## config.mk

```make
export PLATFORM = sky130hd
export DESIGN_NAME = cw_io_top
export DESIGN_NICKNAME = d
export VERILOG_FILES = /design/src/logic/cw_reg_pkg.sv /design/src/logic/cw_pin_pkg.sv /design/src/logic/cw_reg_file.sv /design/src/logic/cw_trigger_route.sv /design/src/logic/cw_target_io.sv /design/src/logic/cw_target_power.sv /design/src/logic/cw_io_top.sv
export SDC_FILE = /design/constraint.sdc
export NUM_CORES = 1
export LEC_CHECK = 0
export BUFFER_PORTS_ARGS = -buffer_cell sky130_fd_sc_hd__buf_2
export CAP_MARGIN = 20
export CORE_MARGIN = 10
export CORE_UTILIZATION = 50
export CTS_CLUSTER_SIZE = 14
export DETAILED_ROUTE_END_ITERATION = 8
export PLACE_DENSITY = 0.81
export SYNTH_ARGS = -nofsm -noshare
export SYNTH_HDL_FRONTEND = slang
export SYNTH_SLANG_ARGS = --single-unit
export TNS_END_PERCENT = 50
```

## constraint.sdc

```tcl
create_clock -name clk_usb -period 2.1 [get_ports clk_usb]
set_input_delay 0.315 -clock clk_usb [delete_from_list [all_inputs] [get_ports clk_usb]]
set_output_delay 0.315 -clock clk_usb [all_outputs]
set_load 0.1 [all_outputs]
```

## src/logic/cw_reg_pkg.sv

```systemverilog
package cw_reg_pkg;

   localparam logic [5:0] ADDR_EXTCLK  = 6'd38;  // clock control, storage only
   localparam logic [5:0] ADDR_TRIGSRC = 6'd39;  // external trigger sources
   localparam logic [5:0] ADDR_TRIGMOD = 6'd40;  // trigger module select
   localparam logic [5:0] ADDR_IOROUTE = 6'd55;  // eight routing bytes
   localparam logic [5:0] ADDR_IOREAD  = 6'd59;  // pin sample, read only

   localparam int IOROUTE_BYTES = 8;
   localparam int BYTE_IDX_BITS = $clog2(IOROUTE_BYTES);
   localparam int BYTE_EXTRA    = 5;             // avr enable and power bits
   localparam int BYTE_GPIO     = 6;             // nrst / pdid / pdic controls

   localparam logic [15:0] LEN_SINGLE  = 16'd1;
   localparam logic [15:0] LEN_IOROUTE = 16'(IOROUTE_BYTES);

   typedef struct packed {
      logic gpio_en;     // drive gpio_level when nothing else claims the pin
      logic gpio_level;
      logic tx_oc;       // open-collector tx, pin 3 only
      logic usi_oc;      // open-collector usi out, pin 3 only
      logic usi_in;
      logic usi_out;
      logic rx;
      logic tx;          // bit 0
   } pin_route_t;

   // byte 4 carries the old glitch output bits and is left as plain storage
   typedef logic [IOROUTE_BYTES-1:0][7:0] ioroute_t;

   typedef struct packed {
      logic [4:0] spare;
      logic       power_fast;  // 1 skips the soft-start
      logic       power_off;
      logic       avr_en;
   } extra_t;

   typedef struct packed {
      logic [1:0] spare;
      logic       pdic;
      logic       pdic_en;
      logic       pdid;
      logic       pdid_en;
      logic       nrst;
      logic       nrst_en;
   } gpio_ctl_t;

   typedef struct packed {
      logic [1:0] mode;  // or / and / nand
      logic       io4;
      logic       io3;
      logic       io2;
      logic       io1;
      logic       fpb;
      logic       fpa;
   } trigsrc_t;

   typedef struct packed {
      logic [4:0] spare;
      logic [2:0] sel;
   } trigmod_t;

   localparam logic [7:0] RST_EXTCLK  = 8'h03;
   localparam trigsrc_t   RST_TRIGSRC = 8'h20;      // io4 enabled, or mode
   localparam trigmod_t   RST_TRIGMOD = 8'h00;      // edge trigger
   localparam ioroute_t   RST_IOROUTE = 64'h0201;   // tx on pin 1, rx on pin 2

endpackage

```

## src/logic/cw_pin_pkg.sv

```systemverilog
package cw_pin_pkg;

   localparam int NUM_PINS = 4;
   localparam int USI_PINS = 3;    // pins 1..3 can carry usi
   localparam int OC_PIN   = 2;    // index of pin 3, the open-collector pin

   // combine modes in trigsrc bits 7:6, code 3 yields 0
   localparam logic [1:0] COMB_OR   = 2'b00;
   localparam logic [1:0] COMB_AND  = 2'b01;
   localparam logic [1:0] COMB_NAND = 2'b10;

   // trigger module select, unlisted codes give 0
   localparam logic [2:0] TRIGMOD_EDGE    = 3'd0;
   localparam logic [2:0] TRIGMOD_ADVIO   = 3'd1;
   localparam logic [2:0] TRIGMOD_ANAPAT  = 3'd2;
   localparam logic [2:0] TRIGMOD_DECODED = 3'd3;

   typedef struct packed {
      logic [NUM_PINS-1:0] out;   // bit 0 is pin 1
      logic [NUM_PINS-1:0] oe;
   } pin_drv_t;

   typedef struct packed {
      logic io1;          // rear target io lines
      logic io2;
      logic io3;
      logic io4;
      logic advio;        // advanced io pattern trigger
      logic anapattern;   // analog pattern trigger
      logic decodedio;    // decoded io trigger
   } trig_in_t;

   // soft-start pwm, 2048 cycle period with the switch off for 1400 of them
   localparam int PWM_BITS      = 11;
   localparam int PWM_ON_CYCLES = 1400;
   localparam int SOFT_PERIODS  = 16383;
   localparam int SOFT_CNT_BITS = 14;

endpackage

```

## src/logic/cw_reg_file.sv

```systemverilog
`timescale 1ns/1ps

module cw_reg_file (
   input  logic                 clk_usb,
   input  logic                 reset,
   input  logic [5:0]           reg_address_i,
   input  logic [15:0]          reg_bytecnt_i,
   input  logic [7:0]           reg_datai_i,
   input  logic                 reg_read_i,
   input  logic                 reg_write_i,
   input  logic                 reg_addrvalid_i,
   input  logic [5:0]           reg_hypaddress_i,
   input  logic [3:0]           ioread_i,
   output logic [7:0]           reg_datao_o,
   output logic [15:0]          reg_hyplen_o,
   output cw_reg_pkg::trigsrc_t trigsrc_o,
   output cw_reg_pkg::trigmod_t trigmod_o,
   output cw_reg_pkg::ioroute_t ioroute_o,
   output logic [7:0]           extclk_o
);
   import cw_reg_pkg::*;

   logic [BYTE_IDX_BITS-1:0] byte_idx;   // routing byte under access
   logic [7:0]               rd_next;    // read mux before the output flop
   logic [7:0]               rd_data;
   logic                     rd_valid;

   // byte length of each register as the host sees it, 0 for unknown
   function automatic logic [15:0] reg_len(input logic [5:0] addr);
      case (addr)
         ADDR_EXTCLK,
         ADDR_TRIGSRC,
         ADDR_TRIGMOD,
         ADDR_IOREAD:  reg_len = LEN_SINGLE;
         ADDR_IOROUTE: reg_len = LEN_IOROUTE;
         default:      reg_len = '0;
      endcase
   endfunction

   assign byte_idx = reg_bytecnt_i[BYTE_IDX_BITS-1:0];

   assign reg_hyplen_o = reg_len(reg_hypaddress_i);   // pure lookup, no clock

   // host writes land on the edge that samples reg_write_i
   always_ff @(posedge clk_usb) begin
      if (reset) begin
         extclk_o  <= RST_EXTCLK;
         trigsrc_o <= RST_TRIGSRC;
         trigmod_o <= RST_TRIGMOD;
         ioroute_o <= RST_IOROUTE;
      end else if (reg_write_i) begin
         case (reg_address_i)
            ADDR_EXTCLK:  extclk_o            <= reg_datai_i;
            ADDR_TRIGSRC: trigsrc_o           <= reg_datai_i;
            ADDR_TRIGMOD: trigmod_o           <= reg_datai_i;
            ADDR_IOROUTE: ioroute_o[byte_idx] <= reg_datai_i;   // bytecnt picks the byte
            default:      ;                                     // ioread and others ignore writes
         endcase
      end
   end

   always_comb begin
      case (reg_address_i)
         ADDR_EXTCLK:  rd_next = extclk_o;
         ADDR_TRIGSRC: rd_next = trigsrc_o;
         ADDR_TRIGMOD: rd_next = trigmod_o;
         ADDR_IOROUTE: rd_next = ioroute_o[byte_idx];
         ADDR_IOREAD:  rd_next = {4'b0000, ioread_i};   // sample taken a cycle earlier
         default:      rd_next = '0;
      endcase
   end

   always_ff @(posedge clk_usb) begin
      if (reg_read_i) begin
         rd_data <= rd_next;   // held between reads
      end
   end

   always_ff @(posedge clk_usb) begin
      if (reset) begin
         rd_valid <= 1'b0;
      end else begin
         rd_valid <= reg_addrvalid_i && (reg_len(reg_address_i) != '0);   // unknown address stays 0
      end
   end

   assign reg_datao_o = rd_valid ? rd_data : '0;

   // the host never addresses past the last routing byte
   a_ioroute_bytecnt: assert property (@(posedge clk_usb) disable iff (reset)
      (reg_write_i && reg_address_i == ADDR_IOROUTE) |-> (reg_bytecnt_i < IOROUTE_BYTES))
      else $error("ioroute write with bytecnt %0d", reg_bytecnt_i);

endmodule

```

## src/logic/cw_trigger_route.sv

```systemverilog
`timescale 1ns/1ps

module cw_trigger_route (
   input  cw_reg_pkg::trigsrc_t trigsrc_i,
   input  cw_reg_pkg::trigmod_t trigmod_i,
   input  cw_pin_pkg::trig_in_t trig_i,
   output logic                 trigger_ext_o,
   output logic                 trigger_o
);
   import cw_pin_pkg::*;

   logic [5:0] src;        // fpa, fpb, io1..io4 from bit 0 up
   logic [5:0] en;         // matching enables from trigsrc
   logic       trig_or;
   logic       trig_and;

   // front panel feedback no longer exists so fpa and fpb read low
   assign src = {trig_i.io4, trig_i.io3, trig_i.io2, trig_i.io1, 1'b0, 1'b0};

   assign en = {trigsrc_i.io4, trigsrc_i.io3, trigsrc_i.io2,
                trigsrc_i.io1, trigsrc_i.fpb, trigsrc_i.fpa};

   assign trig_or  = |(src & en);    // any enabled source high
   assign trig_and = &(src | ~en);   // disabled sources count as 1

   always_comb begin
      case (trigsrc_i.mode)
         COMB_OR:   trigger_ext_o = trig_or;
         COMB_AND:  trigger_ext_o = trig_and;
         COMB_NAND: trigger_ext_o = ~trig_and;
         default:   trigger_ext_o = 1'b0;      // spare encoding
      endcase
   end

   // module select picks the combined edge trigger or an advanced one
   always_comb begin
      case (trigmod_i.sel)
         TRIGMOD_EDGE:    trigger_o = trigger_ext_o;
         TRIGMOD_ADVIO:   trigger_o = trig_i.advio;
         TRIGMOD_ANAPAT:  trigger_o = trig_i.anapattern;
         TRIGMOD_DECODED: trigger_o = trig_i.decodedio;
         default:         trigger_o = 1'b0;
      endcase
   end

endmodule

```

## src/logic/cw_target_io.sv

```systemverilog
`timescale 1ns/1ps

module cw_target_io (
   input  logic                  clk_usb,
   input  logic                  reset,
   input  cw_reg_pkg::ioroute_t  ioroute_i,
   input  logic                  pins_off_i,
   input  logic                  uart_tx_i,
   input  logic                  usi_out_i,
   input  logic [3:0]            pin_in_i,
   output cw_pin_pkg::pin_drv_t  pin_drv_o,
   output logic                  uart_rx_o,
   output logic                  usi_in_o,
   output logic                  enable_avrprog_o,
   output cw_reg_pkg::gpio_ctl_t gpio_o,
   output logic [3:0]            ioread_o
);
   import cw_reg_pkg::*;
   import cw_pin_pkg::*;

   pin_route_t [NUM_PINS-1:0] route;   // one routing byte per target pin
   extra_t                    extra;

   assign route = ioroute_i[NUM_PINS-1:0];
   assign extra = ioroute_i[BYTE_EXTRA];

   assign enable_avrprog_o = extra.avr_en;
   assign gpio_o           = ioroute_i[BYTE_GPIO];

   // drive priority per pin is tx, usi out, open-collector, gpio
   always_comb begin
      pin_drv_o = '0;
      for (int p = 0; p < NUM_PINS; p++) begin
         if (route[p].tx) begin
            pin_drv_o.out[p] = uart_tx_i;
            pin_drv_o.oe[p]  = 1'b1;
         end else if (route[p].usi_out && p < USI_PINS) begin
            pin_drv_o.out[p] = usi_out_i;
            pin_drv_o.oe[p]  = 1'b1;
         end else if (route[p].usi_oc && p == OC_PIN) begin
            pin_drv_o.oe[p]  = ~usi_out_i;   // pull low only, release when high
         end else if (route[p].tx_oc && p == OC_PIN) begin
            pin_drv_o.oe[p]  = ~uart_tx_i;
         end else if (route[p].gpio_en) begin
            pin_drv_o.out[p] = route[p].gpio_level;
            pin_drv_o.oe[p]  = 1'b1;
         end
      end
      if (pins_off_i) begin
         pin_drv_o.oe = '0;                  // target unpowered so no pin is driven
      end
   end

   // lowest pin wins, walk down so it is assigned last
   always_comb begin
      uart_rx_o = 1'b1;                      // idle level with no rx pin
      usi_in_o  = 1'b1;
      for (int p = NUM_PINS - 1; p >= 0; p--) begin
         if (route[p].rx) begin
            uart_rx_o = pin_in_i[p];
         end
         if (route[p].usi_in && p < USI_PINS) begin
            usi_in_o = pin_in_i[p];
         end
      end
   end

   always_ff @(posedge clk_usb) begin
      if (reset) begin
         ioread_o <= '0;
      end else begin
         ioread_o <= pin_in_i & pin_drv_o.oe;   // undriven pins read back 0
      end
   end

endmodule

```

## src/logic/cw_target_power.sv

```systemverilog
`timescale 1ns/1ps

module cw_target_power (
   input  logic clk_usb,
   input  logic reset,
   input  logic power_off_i,
   input  logic power_fast_i,
   output logic pins_off_o,
   output logic targetpower_off_o
);
   import cw_pin_pkg::*;

   logic                     off_q;       // registered power-off request
   logic                     off_prev;
   logic                     soft_on;     // set by the off to on change
   logic                     pwm_active;  // pwm drives the switch
   logic [PWM_BITS-1:0]      pwm_cnt;     // free running, one period per wrap
   logic [SOFT_CNT_BITS-1:0] soft_cnt;    // periods done in this soft-start
   logic                     pwm_high;

   always_ff @(posedge clk_usb) begin
      if (reset) begin
         off_q    <= 1'b0;
         off_prev <= 1'b0;
      end else begin
         off_q    <= power_off_i;
         off_prev <= off_q;
      end
   end

   always_ff @(posedge clk_usb) begin
      if (reset) begin
         soft_on <= 1'b0;
      end else if (!off_q && off_prev) begin
         soft_on <= 1'b1;                 // power just switched on
      end else if (off_q) begin
         soft_on <= 1'b0;                 // off request aborts the ramp
      end
   end

   always_ff @(posedge clk_usb) begin
      if (reset) begin
         pwm_cnt <= '0;
      end else begin
         pwm_cnt <= pwm_cnt + 1'b1;
      end
   end

   always_ff @(posedge clk_usb) begin
      if (reset || !soft_on) begin
         soft_cnt   <= '0;
         pwm_active <= 1'b0;
      end else if (soft_cnt == SOFT_CNT_BITS'(SOFT_PERIODS)) begin
         pwm_active <= 1'b0;              // ramp finished, stay on
      end else if (pwm_cnt == '0) begin
         soft_cnt   <= soft_cnt + 1'b1;
         pwm_active <= 1'b1;              // start of each period
      end
   end

   assign pwm_high = pwm_cnt < PWM_BITS'(PWM_ON_CYCLES);

   // off request wins at once, fast mode skips the pwm
   assign targetpower_off_o = off_q | (pwm_active & ~power_fast_i & pwm_high);
   assign pins_off_o        = off_q;

endmodule

```

## src/logic/cw_io_top.sv

```systemverilog
`timescale 1ns/1ps

module cw_io_top (
   input  logic                  clk_usb,
   input  logic                  reset,
   input  logic [5:0]            reg_address_i,
   input  logic [15:0]           reg_bytecnt_i,
   input  logic [7:0]            reg_datai_i,
   input  logic                  reg_read_i,
   input  logic                  reg_write_i,
   input  logic                  reg_addrvalid_i,
   input  logic [5:0]            reg_hypaddress_i,
   input  cw_pin_pkg::trig_in_t  trig_i,
   input  logic                  uart_tx_i,
   input  logic                  usi_out_i,
   input  logic [3:0]            pin_in_i,
   output logic [7:0]            reg_datao_o,
   output logic [15:0]           reg_hyplen_o,
   output logic                  trigger_o,
   output logic                  trigger_ext_o,
   output cw_pin_pkg::pin_drv_t  pin_drv_o,
   output logic                  uart_rx_o,
   output logic                  usi_in_o,
   output logic                  enable_avrprog_o,
   output cw_reg_pkg::gpio_ctl_t gpio_o,
   output logic                  targetpower_off_o
);
   import cw_reg_pkg::*;

   trigsrc_t   trigsrc;
   trigmod_t   trigmod;
   ioroute_t   ioroute;
   extra_t     extra;     // power bits for the soft-start block
   logic       pins_off;
   logic [3:0] ioread;

   assign extra = ioroute[BYTE_EXTRA];

   cw_reg_file u_reg_file (
      .clk_usb          (clk_usb),
      .reset            (reset),
      .reg_address_i    (reg_address_i),
      .reg_bytecnt_i    (reg_bytecnt_i),
      .reg_datai_i      (reg_datai_i),
      .reg_read_i       (reg_read_i),
      .reg_write_i      (reg_write_i),
      .reg_addrvalid_i  (reg_addrvalid_i),
      .reg_hypaddress_i (reg_hypaddress_i),
      .ioread_i         (ioread),
      .reg_datao_o      (reg_datao_o),
      .reg_hyplen_o     (reg_hyplen_o),
      .trigsrc_o        (trigsrc),
      .trigmod_o        (trigmod),
      .ioroute_o        (ioroute),
      .extclk_o         ()                // clock muxing removed, register only
   );

   cw_trigger_route u_trigger_route (
      .trigsrc_i     (trigsrc),
      .trigmod_i     (trigmod),
      .trig_i        (trig_i),
      .trigger_ext_o (trigger_ext_o),
      .trigger_o     (trigger_o)
   );

   cw_target_io u_target_io (
      .clk_usb          (clk_usb),
      .reset            (reset),
      .ioroute_i        (ioroute),
      .pins_off_i       (pins_off),
      .uart_tx_i        (uart_tx_i),
      .usi_out_i        (usi_out_i),
      .pin_in_i         (pin_in_i),
      .pin_drv_o        (pin_drv_o),
      .uart_rx_o        (uart_rx_o),
      .usi_in_o         (usi_in_o),
      .enable_avrprog_o (enable_avrprog_o),
      .gpio_o           (gpio_o),
      .ioread_o         (ioread)
   );

   cw_target_power u_target_power (
      .clk_usb           (clk_usb),
      .reset             (reset),
      .power_off_i       (extra.power_off),
      .power_fast_i      (extra.power_fast),
      .pins_off_o        (pins_off),
      .targetpower_off_o (targetpower_off_o)
   );

endmodule

```

# After elaboration in Yosys (flattened, before gate mapping)
# Cells that the tools add are included.
[op_classes] muxes=48 order_cmp=3 n_addsub=2 n_div=0 n_reduce_logical=21 bitwise=12 eq_ne=16 n_shift=0 n_mul=0
[ops] op="$bwmux W64" n=1
[ops] op="$eq A6 B6 Y1 const B" n=10
[ops] op="$pmux W8 S5" n=1
[ops] op="$mux W1" n=35
[ops] op="$bmux W8 S3" n=1
[ops] op="$demux W8 S3" n=1
[ops] op="$mux W8" n=3
[ops] op="$mux W16" n=1
[ops] op="$pmux W4 S2" n=2
[ops] op="$reduce_bool A16 Y1" n=1
[ops] op="$add A14 B1 Y14 const B" n=1
[ops] op="$eq A14 B14 Y1 const B" n=1
[ops] op="$add A11 B1 Y11 const B" n=1
[ops] op="$logic_not A11 Y1" n=1
[ops] op="$lt A11 B11 Y1 const B" n=1
[ops] op="$reduce_and A2 Y1" n=5
[ops] op="$reduce_or A4 Y1" n=2
[ops] op="$and A6 B6 Y6" n=1
[ops] op="$eq A3 B2 Y1 const B" n=2
[ops] op="$not A6 Y6" n=1
[ops] op="$or A6 B6 Y6" n=1
[ops] op="$reduce_and A6 Y1" n=1
[ops] op="$reduce_or A6 Y1" n=1
[ops] op="$not A1 Y1" n=5
[ops] op="18 further kinds" n=22
[word_totals] ram_bits=0 mem_count=0 wordCells=129 ff_bits=130 latch_bits=0 out_inout_bits=46 rom_bits=0 in_bits=54

# Longest topological paths before layout
# Gate-level depths: netlist of run 1.
[depth] ltp_word=7 ltp_mapped=8

# By module
# From an unflattened synthesis of run 1, not the netlist that was laid out.
[unflattened] hier_cells=698 area_unflattened_um2=6507.5
[modules_own_cells] mod="cw_reg_file" area_each_um2=4598.2 n_inst=1 cells_per_inst=468
[modules_own_cells] mod="cw_target_power" area_each_um2=1361.3 n_inst=1 cells_per_inst=158
[modules_own_cells] mod="cw_target_io" area_each_um2=414.1 n_inst=1 cells_per_inst=56
[modules_own_cells] mod="cw_trigger_route" area_each_um2=133.9 n_inst=1 cells_per_inst=16

# Worst setup path after synthesis of run 1
# Ideal clock, no wire load.
[synth_timing] path_type="input to output" start="in trig_i[5] (netlist bit)" end="out trigger_o" stages=5 setup_slack_ps=-1583 required_time_ps=1785 t_arrival_ps=3368 cell_sequence="nand2b_1 > o221ai_1 > o21a_1 > o41a_1 > a211oi_1"
[synth_via] elab_chain_len=5 elab_cells_between_ends=7
[synth_rtl] element="start, declared" line_no="cw_io_top.sv:13" rtl="input cw_pin_pkg::trig_in_t trig_i,"
[synth_rtl] element="$or A6 B6 Y6" line_no="cw_trigger_route.sv:24" rtl="assign trig_and = &(src | ~en);"
[synth_rtl] element="$reduce_and A6 Y1" line_no="cw_trigger_route.sv:24"
[synth_rtl] element="$not A1 Y1" line_no="cw_trigger_route.sv:30" rtl="COMB_NAND: trigger_ext_o = ~trig_and;"
[synth_rtl] element="$pmux W1 S3 (*)" line_no="cw_trigger_route.sv:27" rtl="case (trigsrc_i.mode)"
[synth_rtl] element="$pmux W1 S4 (*)" line_no="cw_trigger_route.sv:37" rtl="case (trigmod_i.sel)"
[synth_rtl] element="end, declared" line_no="cw_io_top.sv:19" rtl="output logic trigger_o,"
# Mark *: on every way between the ends. The rest lies on a longest branch, timed or not.

# Worst setup path in the final report of run 1
[layout_timing] start="reg u_reg_file.trigsrc_o[3] (netlist bit)" end="out trigger_o"
[layout_via] elab_chain_len=6 elab_cells_between_ends=8
[layout_rtl] element="start, declared" line_no="cw_reg_file.sv:16" rtl="output cw_reg_pkg::trigsrc_t trigsrc_o,"
[layout_rtl] element="start signal, assigned" line_no="cw_reg_file.sv:54" rtl="ADDR_TRIGSRC: trigsrc_o <= reg_datai_i;"
[layout_rtl] element="$not A6 Y6" line_no="cw_trigger_route.sv:24"
[layout_rtl] element="$or A6 B6 Y6" line_no="cw_trigger_route.sv:24"
[layout_rtl] element="$reduce_and A6 Y1" line_no="cw_trigger_route.sv:24"
[layout_rtl] element="$not A1 Y1" line_no="cw_trigger_route.sv:30"
[layout_rtl] element="$pmux W1 S3 (*)" line_no="cw_trigger_route.sv:27"
[layout_rtl] element="$pmux W1 S4 (*)" line_no="cw_trigger_route.sv:37"
# Marked as above.

==> results of run 1 <==
[through the flow]
step / setup slack [ns] / hold WS, ns / instances / utilization (%)
final: -0.178 / 0.137 / 912 / 61.7
after global routing: -0.254 / 0.137 / 912 / 61.7
after CTS: -0.180 / 0.131 / 912 / 61.5
after detailed placement: 0.0191 / 0.425 / 877 / 56.3
after global placement: 0.0434 / 0.413 / 877 / 56.3
after floorplan: -0.666 / 0.405 / 666 / -
[path summary, 6_finish.rpt]
| kind | startpoint | to | slack [ns] | cells after the start |
|---|---|---|---|---|
| worst max-delay path | u_reg_file.trigsrc_o[3]$_SDFFE_PP0P_ | trigger_o | -0.18 | 6 |
| worst min-delay path | reg_addrvalid_i | u_reg_file.rd_valid$_SDFF_PP0_ | 0.14 | 3 |
| worst min register to register | u_target_power.off_prev$_SDFF_PP0_ | u_target_power.soft_on$_SDFFE_PP0P_ | 0.43 | 1 |
| worst max register to register | u_target_power.pwm_cnt[0]$_SDFF_PP0_ | u_target_power.soft_cnt[1]$_SDFFE_PP0P_ | 0.24 | 7 |
[cell usage after synthesis (4+ instances only)]
library cell / count / area, sq um
and2_1: 11 / 68.8
nand4_1: 7 / 43.8
nor3_1: 7 / 35.0
mux4_2: 14 / 315
nor2_2: 6 / 37.5
inv_1: 11 / 41.3
clkbuf_1: 26 / 97.6
o211ai_1: 4 / 30.0
xor2_1: 13 / 114
nor4_1: 5 / 31.3
nand2b_1: 9 / 56.3
edfxtp_1: 8 / 240
o21ai_0: 10 / 50.1
buf_2: 4 / 20.0
nand2_1: 47 / 176
nor2_1: 111 / 417
dfxtp_1: 122 / 2440
a21oi_1: 25 / 125
buf_4: 23 / 173
and3_1: 12 / 75.1
xnor2_1: 9 / 78.8
mux2i_1: 81 / 811
and4_1: 5 / 43.8
nand3_1: 23 / 115
a211o_1: 4 / 35.0
nor2b_1: 10 / 62.6
a222oi_1: 9 / 90.1
[cell families (layout without fill, tap and decap cells)]
kind of cell / after synthesis / in the layout / synth area share, %
buffers and inverters: 67 / 145 / 5.55
AO/OA/AOI/OAI: 67 / 67 / 7.31
adder cells (fa/ha/maj): 3 / 3 / 0.607
multiplexers: 96 / 96 / 18.4
AND/OR/NAND/NOR: 267 / 267 / 21.6
flip-flops: 130 / 130 / 43.4
XOR/XNOR: 22 / 22 / 3.12
other: 1 / 14 / 0.0607
[critical path: stages, from the launching register on]
cell	delay, ns
dfxtp_2	0.33
nand2b_1	0.09
o221ai_2	0.10
o21a_1	0.20
o41a_1	0.38
a211oi_2	0.24
buf_12	0.21
[state kept, by name, indices dropped and copies added, names as in the netlist, 4 cells and up]
register / count
u_target_power.pwm_cnt: 11
u_reg_file.trigsrc_o: 8
u_reg_file.rd_data: 8
u_reg_file.extclk_o: 8
u_target_power.soft_cnt: 14
u_target_io.ioread_o: 4
u_reg_file.trigmod_o: 8
u_reg_file.ioroute_o: 64
[report_power, final]
group,switching [W],total (W),internal [W],leakage (nW)
Clock,0.00105,0.00273,0.00168,0.270
Combinational,0.000344,0.000461,0.000117,1.57
Sequential,0.00000944,0.00251,0.00250,1.07
[what timing repair did]
item	CTS	global route
pin swaps	7	1
hold buffers	0	0
buffers inserted	3	0
endpoints found under the setup margin	5	7
resized for setup	17	9
[cell type report]
| cell class | instances | area (sq um) | area share, % |
|---|---|---|---|
| well taps | 168 | 210 | 2.83 |
| flip-flops and latches | 130 | 2700 | 36.3 |
| inverters | 11 | 41.3 | 0.555 |
| clock buffers | 22 | 464 | 6.24 |
| repair buffers | 102 | 674 | 9.06 |
| clock inverters | 10 | 85.1 | 1.14 |
| multi-input cells | 469 | 3270 | 43.9 |
[routing by layer]
layer | GRT usage (%) | up-vias
li1 | - | 2423
met1 | 22.9 | 2458
met2 | 30.1 | 266
met3 | 5.07 | 44
met4 | 8.31 | 0
met5 | 0 | -
==> flow_metrics.env, run 1 <==
export IMPL_status="complete, but fails checks"
export IMPL_violations="negative setup slack"
export IMPL_slew_viol_final=0
export IMPL_vias=5191
export IMPL_highest_layer="met4"
export IMPL_grt_overflow_total=0
export IMPL_ioPinCount=100
export IMPL_layout_nets=788
export IMPL_drt_iter0_drc=837
export IMPL_drive_above_1_share_pct=24.1
export IMPL_setup_viol=1
export IMPL_post_dp_hpwl_microns=11500
export IMPL_p_leak_nw=2.91
export IMPL_path_class="register to output pin"
export IMPL_synth_ff_type="dfxtp_1"
export IMPL_antennaDiodeCount=0
export IMPL_endpoint_kind="output pin"
export IMPL_synthesis_area_sq_mm=0.00618
export IMPL_hold_violations=0
export IMPL_grt_max_degree=56
export IMPL_core_rowCount=40
export IMPL_place_area_sq_mm=0.00680
export IMPL_tns_ns=-0.178
export IMPL_synth_cell_types=52
export IMPL_rsz0062_at_grt="yes"
export IMPL_synthCells=653
export IMPL_fillers=930
export IMPL_final_cell_mix="114 x dfxtp_1, 110 x nor2_1, 81 x mux2i_1"
export IMPL_max_freq_ghz=0.439
export IMPL_crit_fanout=4
export IMPL_portBuffers=72
export IMPL_firstDrtPassIters=8
export IMPL_period_minus_slack_ns=2.28
export IMPL_wire_per_inst_microns=17.8
export IMPL_synthArstFlopShare_pct=0
export IMPL_fin_area_sq_mm=0.00744
export IMPL_worstMarginPinSlew_ns=0.576
export IMPL_max_vdd_ir_drop_uv=539
export IMPL_relSlewSlack_pct=61.6
export IMPL_cts_tree="done"
export IMPL_hold_class="primary input to register"
export IMPL_cp_data_arrival_time_ns=1.96
export IMPL_final_common_cell="dfxtp_1"
export IMPL_worst_slack_ns=-0.178
export IMPL_dieArea_sq_mm=0.0172
export IMPL_routabilityCongestion=0.909
export IMPL_startpoint_type="register"
export IMPL_fp_dieW_microns=131
export IMPL_ys_seq_elements=130
export IMPL_grt_pass1_vias=5253
export IMPL_synth_edf_count=8
export IMPL_fin_crit_sh_pct=108
export IMPL_grt_pass1_wl_microns=26900
export IMPL_dr_wl_met2_microns=7790
export IMPL_cts_buffers_inserted=17
export IMPL_detail_route_drc_violations=0
export IMPL_grt_usage_pct=18.7
export IMPL_worstSkewPairLatency_ns=0.41
export IMPL_syn_mean_instance_area_sq_um=9.47
export IMPL_cts_sinks=130
export IMPL_wirelength_microns=16300
export IMPL_cts_max_level=4
export IMPL_die_h_microns=131
export IMPL_clockBufferDepth=2
export IMPL_wl_met3_microns=1460
export IMPL_yosysSeqAreaShare_pct=43.4
export IMPL_area_growth_pct=20.4
export IMPL_core_region_area_sq_mm=0.0121
export IMPL_total_power_w=0.00570
export IMPL_powerDensity_mw_per_mm2=767
export IMPL_start_util_pct=51.2
export IMPL_ant_nets=0
export IMPL_wl_met1_microns=6630
export IMPL_max_cap_violations=0
export IMPL_root_buffer="clkbuf_16"
export IMPL_worst_ep_required_time_ns=1.78
export IMPL_grt_antenna_before_repair=0
export IMPL_clkTransAtPathRegs_ns=0.05
export IMPL_clock_skew_ns=0.00772
export IMPL_routed_via_density=5.69
export IMPL_yosys_warnings=0
Note: power is estimated with default switching activity, not from simulation.
==> run 2: changes to the inputs <==
--- a/config.mk
+++ b/config.mk
@@ -14,5 +14,6 @@
 export PLACE_DENSITY = 0.81
 export SYNTH_ARGS = -nofsm -noshare
 export SYNTH_HDL_FRONTEND = slang
+export SYNTH_HIERARCHICAL = 1
 export SYNTH_SLANG_ARGS = --single-unit
 export TNS_END_PERCENT = 50
==> run 2 against run 1 <==
The run still ends with negative setup slack left. Fmax fell by 12%. Count of clock-buffer cells in the layout rose by 6. Combinational power rose by 16%. First-iteration DRC count fell by 27%. Critical path type unchanged. Critical endpoint unchanged. Largest power group unchanged.
==> flow_metrics.env, run 2 <==
export IMPL_violations="negative setup slack"
export IMPL_fp_dieW_microns=134
export IMPL_synth_top_area_share_pct=37.5
export IMPL_wirelength_microns=17600
export IMPL_fin_crit_sh_pct=123
export IMPL_ant_nets=0
export IMPL_fin_area_sq_mm=0.00815
export IMPL_routed_via_density=5.72
export IMPL_place_area_sq_mm=0.00736
export IMPL_yosys_warnings=6
export IMPL_grt_overflow_total=0
export IMPL_clkTransAtPathRegs_ns=0.05
export IMPL_core_rowCount=41
export IMPL_setup_viol=7
export IMPL_drt_iter0_drc=607
export IMPL_status="complete, but fails checks"
export IMPL_path_buf_inv=1
export IMPL_yosysSeqAreaShare_pct=41.2
export IMPL_cp_data_arrival_time_ns=2.27
export IMPL_cts_buffers_inserted=17
export IMPL_endpoint_kind="output pin"
export IMPL_start_util_pct=51.4
export IMPL_crit_end="trigger_o"
export IMPL_ioPinCount=100
export IMPL_hold_violations=0
export IMPL_worst_slack_ns=-0.482
export IMPL_max_vdd_ir_drop_uv=502
export IMPL_final_cells=985
export IMPL_relSlewSlack_pct=57.2
export IMPL_r2r_slack_ns=-0.17
export IMPL_max_cap_violations=0
export IMPL_firstDrtPassIters=5
export IMPL_synth_common_cells="122 x dfxtp_1, 84 x nor2_1, 71 x mux2i_1"
export IMPL_largest_reg_flops=64
export IMPL_synthCells=698
export IMPL_worst_ep_required_time_ns=1.78
export IMPL_cp_top_family="compound AO/OA/AOI/OAI gates"
export IMPL_hold_class="primary input to register"
export IMPL_post_dp_hpwl_microns=12100
export IMPL_synth_top_area_cell="dfxtp_1"
export IMPL_crit_fanout=2
export IMPL_vias=5636
export IMPL_antennaDiodeCount=0
export IMPL_detail_route_drc_violations=0
export IMPL_largest_register="u_reg_file/ioroute_o"
export IMPL_syn_mean_instance_area_sq_um=9.32
export IMPL_hold_slack_ns=0.150
export IMPL_cts_tree="done"
export IMPL_slew_viol_final=0
export IMPL_portBuffers=72
export IMPL_synth_ff_type="dfxtp_1"
export IMPL_grt_antenna_before_repair=0
export IMPL_path_class="register to output pin"
export IMPL_yosysMostFrequentCell="dfxtp_1"
export IMPL_p_leak_nw=3.00
export IMPL_area_growth_pct=25.2
export IMPL_holdBufCountCts=0
export IMPL_worst_path_max_delay_cell="or4_4"
export IMPL_path_depth=6
export IMPL_grt_usage_pct=18.9
export IMPL_rr_worst_depth=7
export IMPL_routabilityCongestion=0.881
export IMPL_rsz0062_at_grt="yes"
export IMPL_cts_sinks=130
export IMPL_grt_pass1_wl_microns=27800
export IMPL_grt_pass1_vias=5391
export IMPL_layout_nets=857
export IMPL_clockBufferDepth=2
export IMPL_max_freq_ghz=0.387
export IMPL_crit_path_cell_trace="nand2b_4 > o221ai_4 > or4_4 > a2111o_1 > a221oi_4 > buf_12"
export IMPL_reg2reg_to="u_target_power/soft_cnt[7]$_SDFFE_PP0P_"
export IMPL_final_cell_mix="117 x dfxtp_1, 83 x nor2_1, 71 x mux2i_1"
export IMPL_root_buffer="clkbuf_16"
export IMPL_critPathLaunch="u_reg_file/trigsrc_o[3]$_SDFFE_PP0P_"
export IMPL_worstMarginPinSlew_ns=0.642
export IMPL_clock_skew_ns=0.00557
export IMPL_wire_per_inst_microns=17.9
export IMPL_ys_seq_elements=130
export IMPL_reg_top3="u_reg_file/ioroute_o x64, u_target_power/soft_cnt x14, u_target_power/pwm_cnt x11"
export IMPL_drive_above_1_share_pct=28.4
export IMPL_synthArstFlopShare_pct=0
export IMPL_startpoint_type="register"
export IMPL_synth_cell_types=69
export IMPL_worstSkewPairLatency_ns=0.41
export IMPL_r2r_start="u_target_power/pwm_cnt[1]$_SDFF_PP0_"
export IMPL_period_minus_slack_ns=2.58
export IMPL_tns_ns=-1.73
export IMPL_die_h_microns=134
export IMPL_cts_max_level=4
export IMPL_final_common_cell="dfxtp_1"
export IMPL_dp_slack_ns=-0.195
export IMPL_synthTopCellsByArea="dfxtp_1 38%, mux2i_1 11%, nor2_1 4.8%"
export IMPL_critPathMaxStageDelay_ns=0.44
export IMPL_powerDensity_mw_per_mm2=735
export IMPL_core_region_area_sq_mm=0.0127
export IMPL_synthesis_area_sq_mm=0.00651
export IMPL_dieArea_sq_mm=0.0180
export IMPL_dp_cells=948
export IMPL_grt_max_degree=39
export IMPL_synth_edf_count=8
-- run 2: worst min-delay path by stage --
stage                                              start                                   end  slack [ns]  cells after the start
finish                                   reg_addrvalid_i        u_reg_file/rd_valid$_SDFF_PP0_        0.15                      3
CTS                                      reg_addrvalid_i        u_reg_file/rd_valid$_SDFF_PP0_        0.14                      3
floorplan                                          reset    u_target_power/off_prev$_SDFF_PP0_        0.39                      1
global placement    u_reg_file/trigmod_o[4]$_SDFFE_PP0P_  u_reg_file/trigmod_o[4]$_SDFFE_PP0P_        0.44                      2
detailed placement  u_reg_file/trigmod_o[5]$_SDFFE_PP0P_  u_reg_file/trigmod_o[5]$_SDFFE_PP0P_        0.45                      2
global route                             reg_addrvalid_i        u_reg_file/rd_valid$_SDFF_PP0_        0.15                      3
-- run 2: final cells by class --
type / instances / area, sq um
fillers: 1015 / 4520
multi-input cells: 500 / 3630
flip-flops and latches: 130 / 2690
repair buffers: 134 / 970
clock buffers: 28 / 487
well taps: 172 / 215
clock inverters: 4 / 97.6
inverters: 17 / 63.8
-- run 2: metrics by stage --
stage	total power, W	util, %
global placement	0.00307	58.1
floorplan	0.00294	-
finish	0.00599	64.3
global route	0.00617	64.3
CTS	0.00599	62.9
detailed placement	0.00307	58.1
-- run 2: cells by family after synthesis --
group                      synth area share [%]
buffers and inverters                      6.67
and+or+nand+nor                            24.2
AOI/OAI and AO/OA                          11.6
DFF                                        41.2
adders and majority gates                 0.577
xor gates and xnor gates                  0.942
other                                    0.0576
muxes                                      14.7
-- run 2: where the power goes --
part	switching [W]	total (W)	internal [W]
clock	0.00101	0.00294	0.00193
combinational	0.000381	0.000535	0.000154
sequential	0.00000691	0.00251	0.00251
-- run 2: worst min-delay path: stages --
cell and delay (ns):
buf_2 0.10, nand2b_1 0.06, a21oi_1 0.04
-- run 2: what timing repair did --
action                                  CTS  global route
endpoints found under the setup margin   12            15
resized for setup                         3            34
setup buffers                             1             4
pin swaps                                 6             6
-- run 2: routing by layer --
metal	share of wire (%)	track usage [%]
met5	0	0
met4	1.6	5.38
met3	8.1	6.01
met2	48	30.2
met1	43	23.9
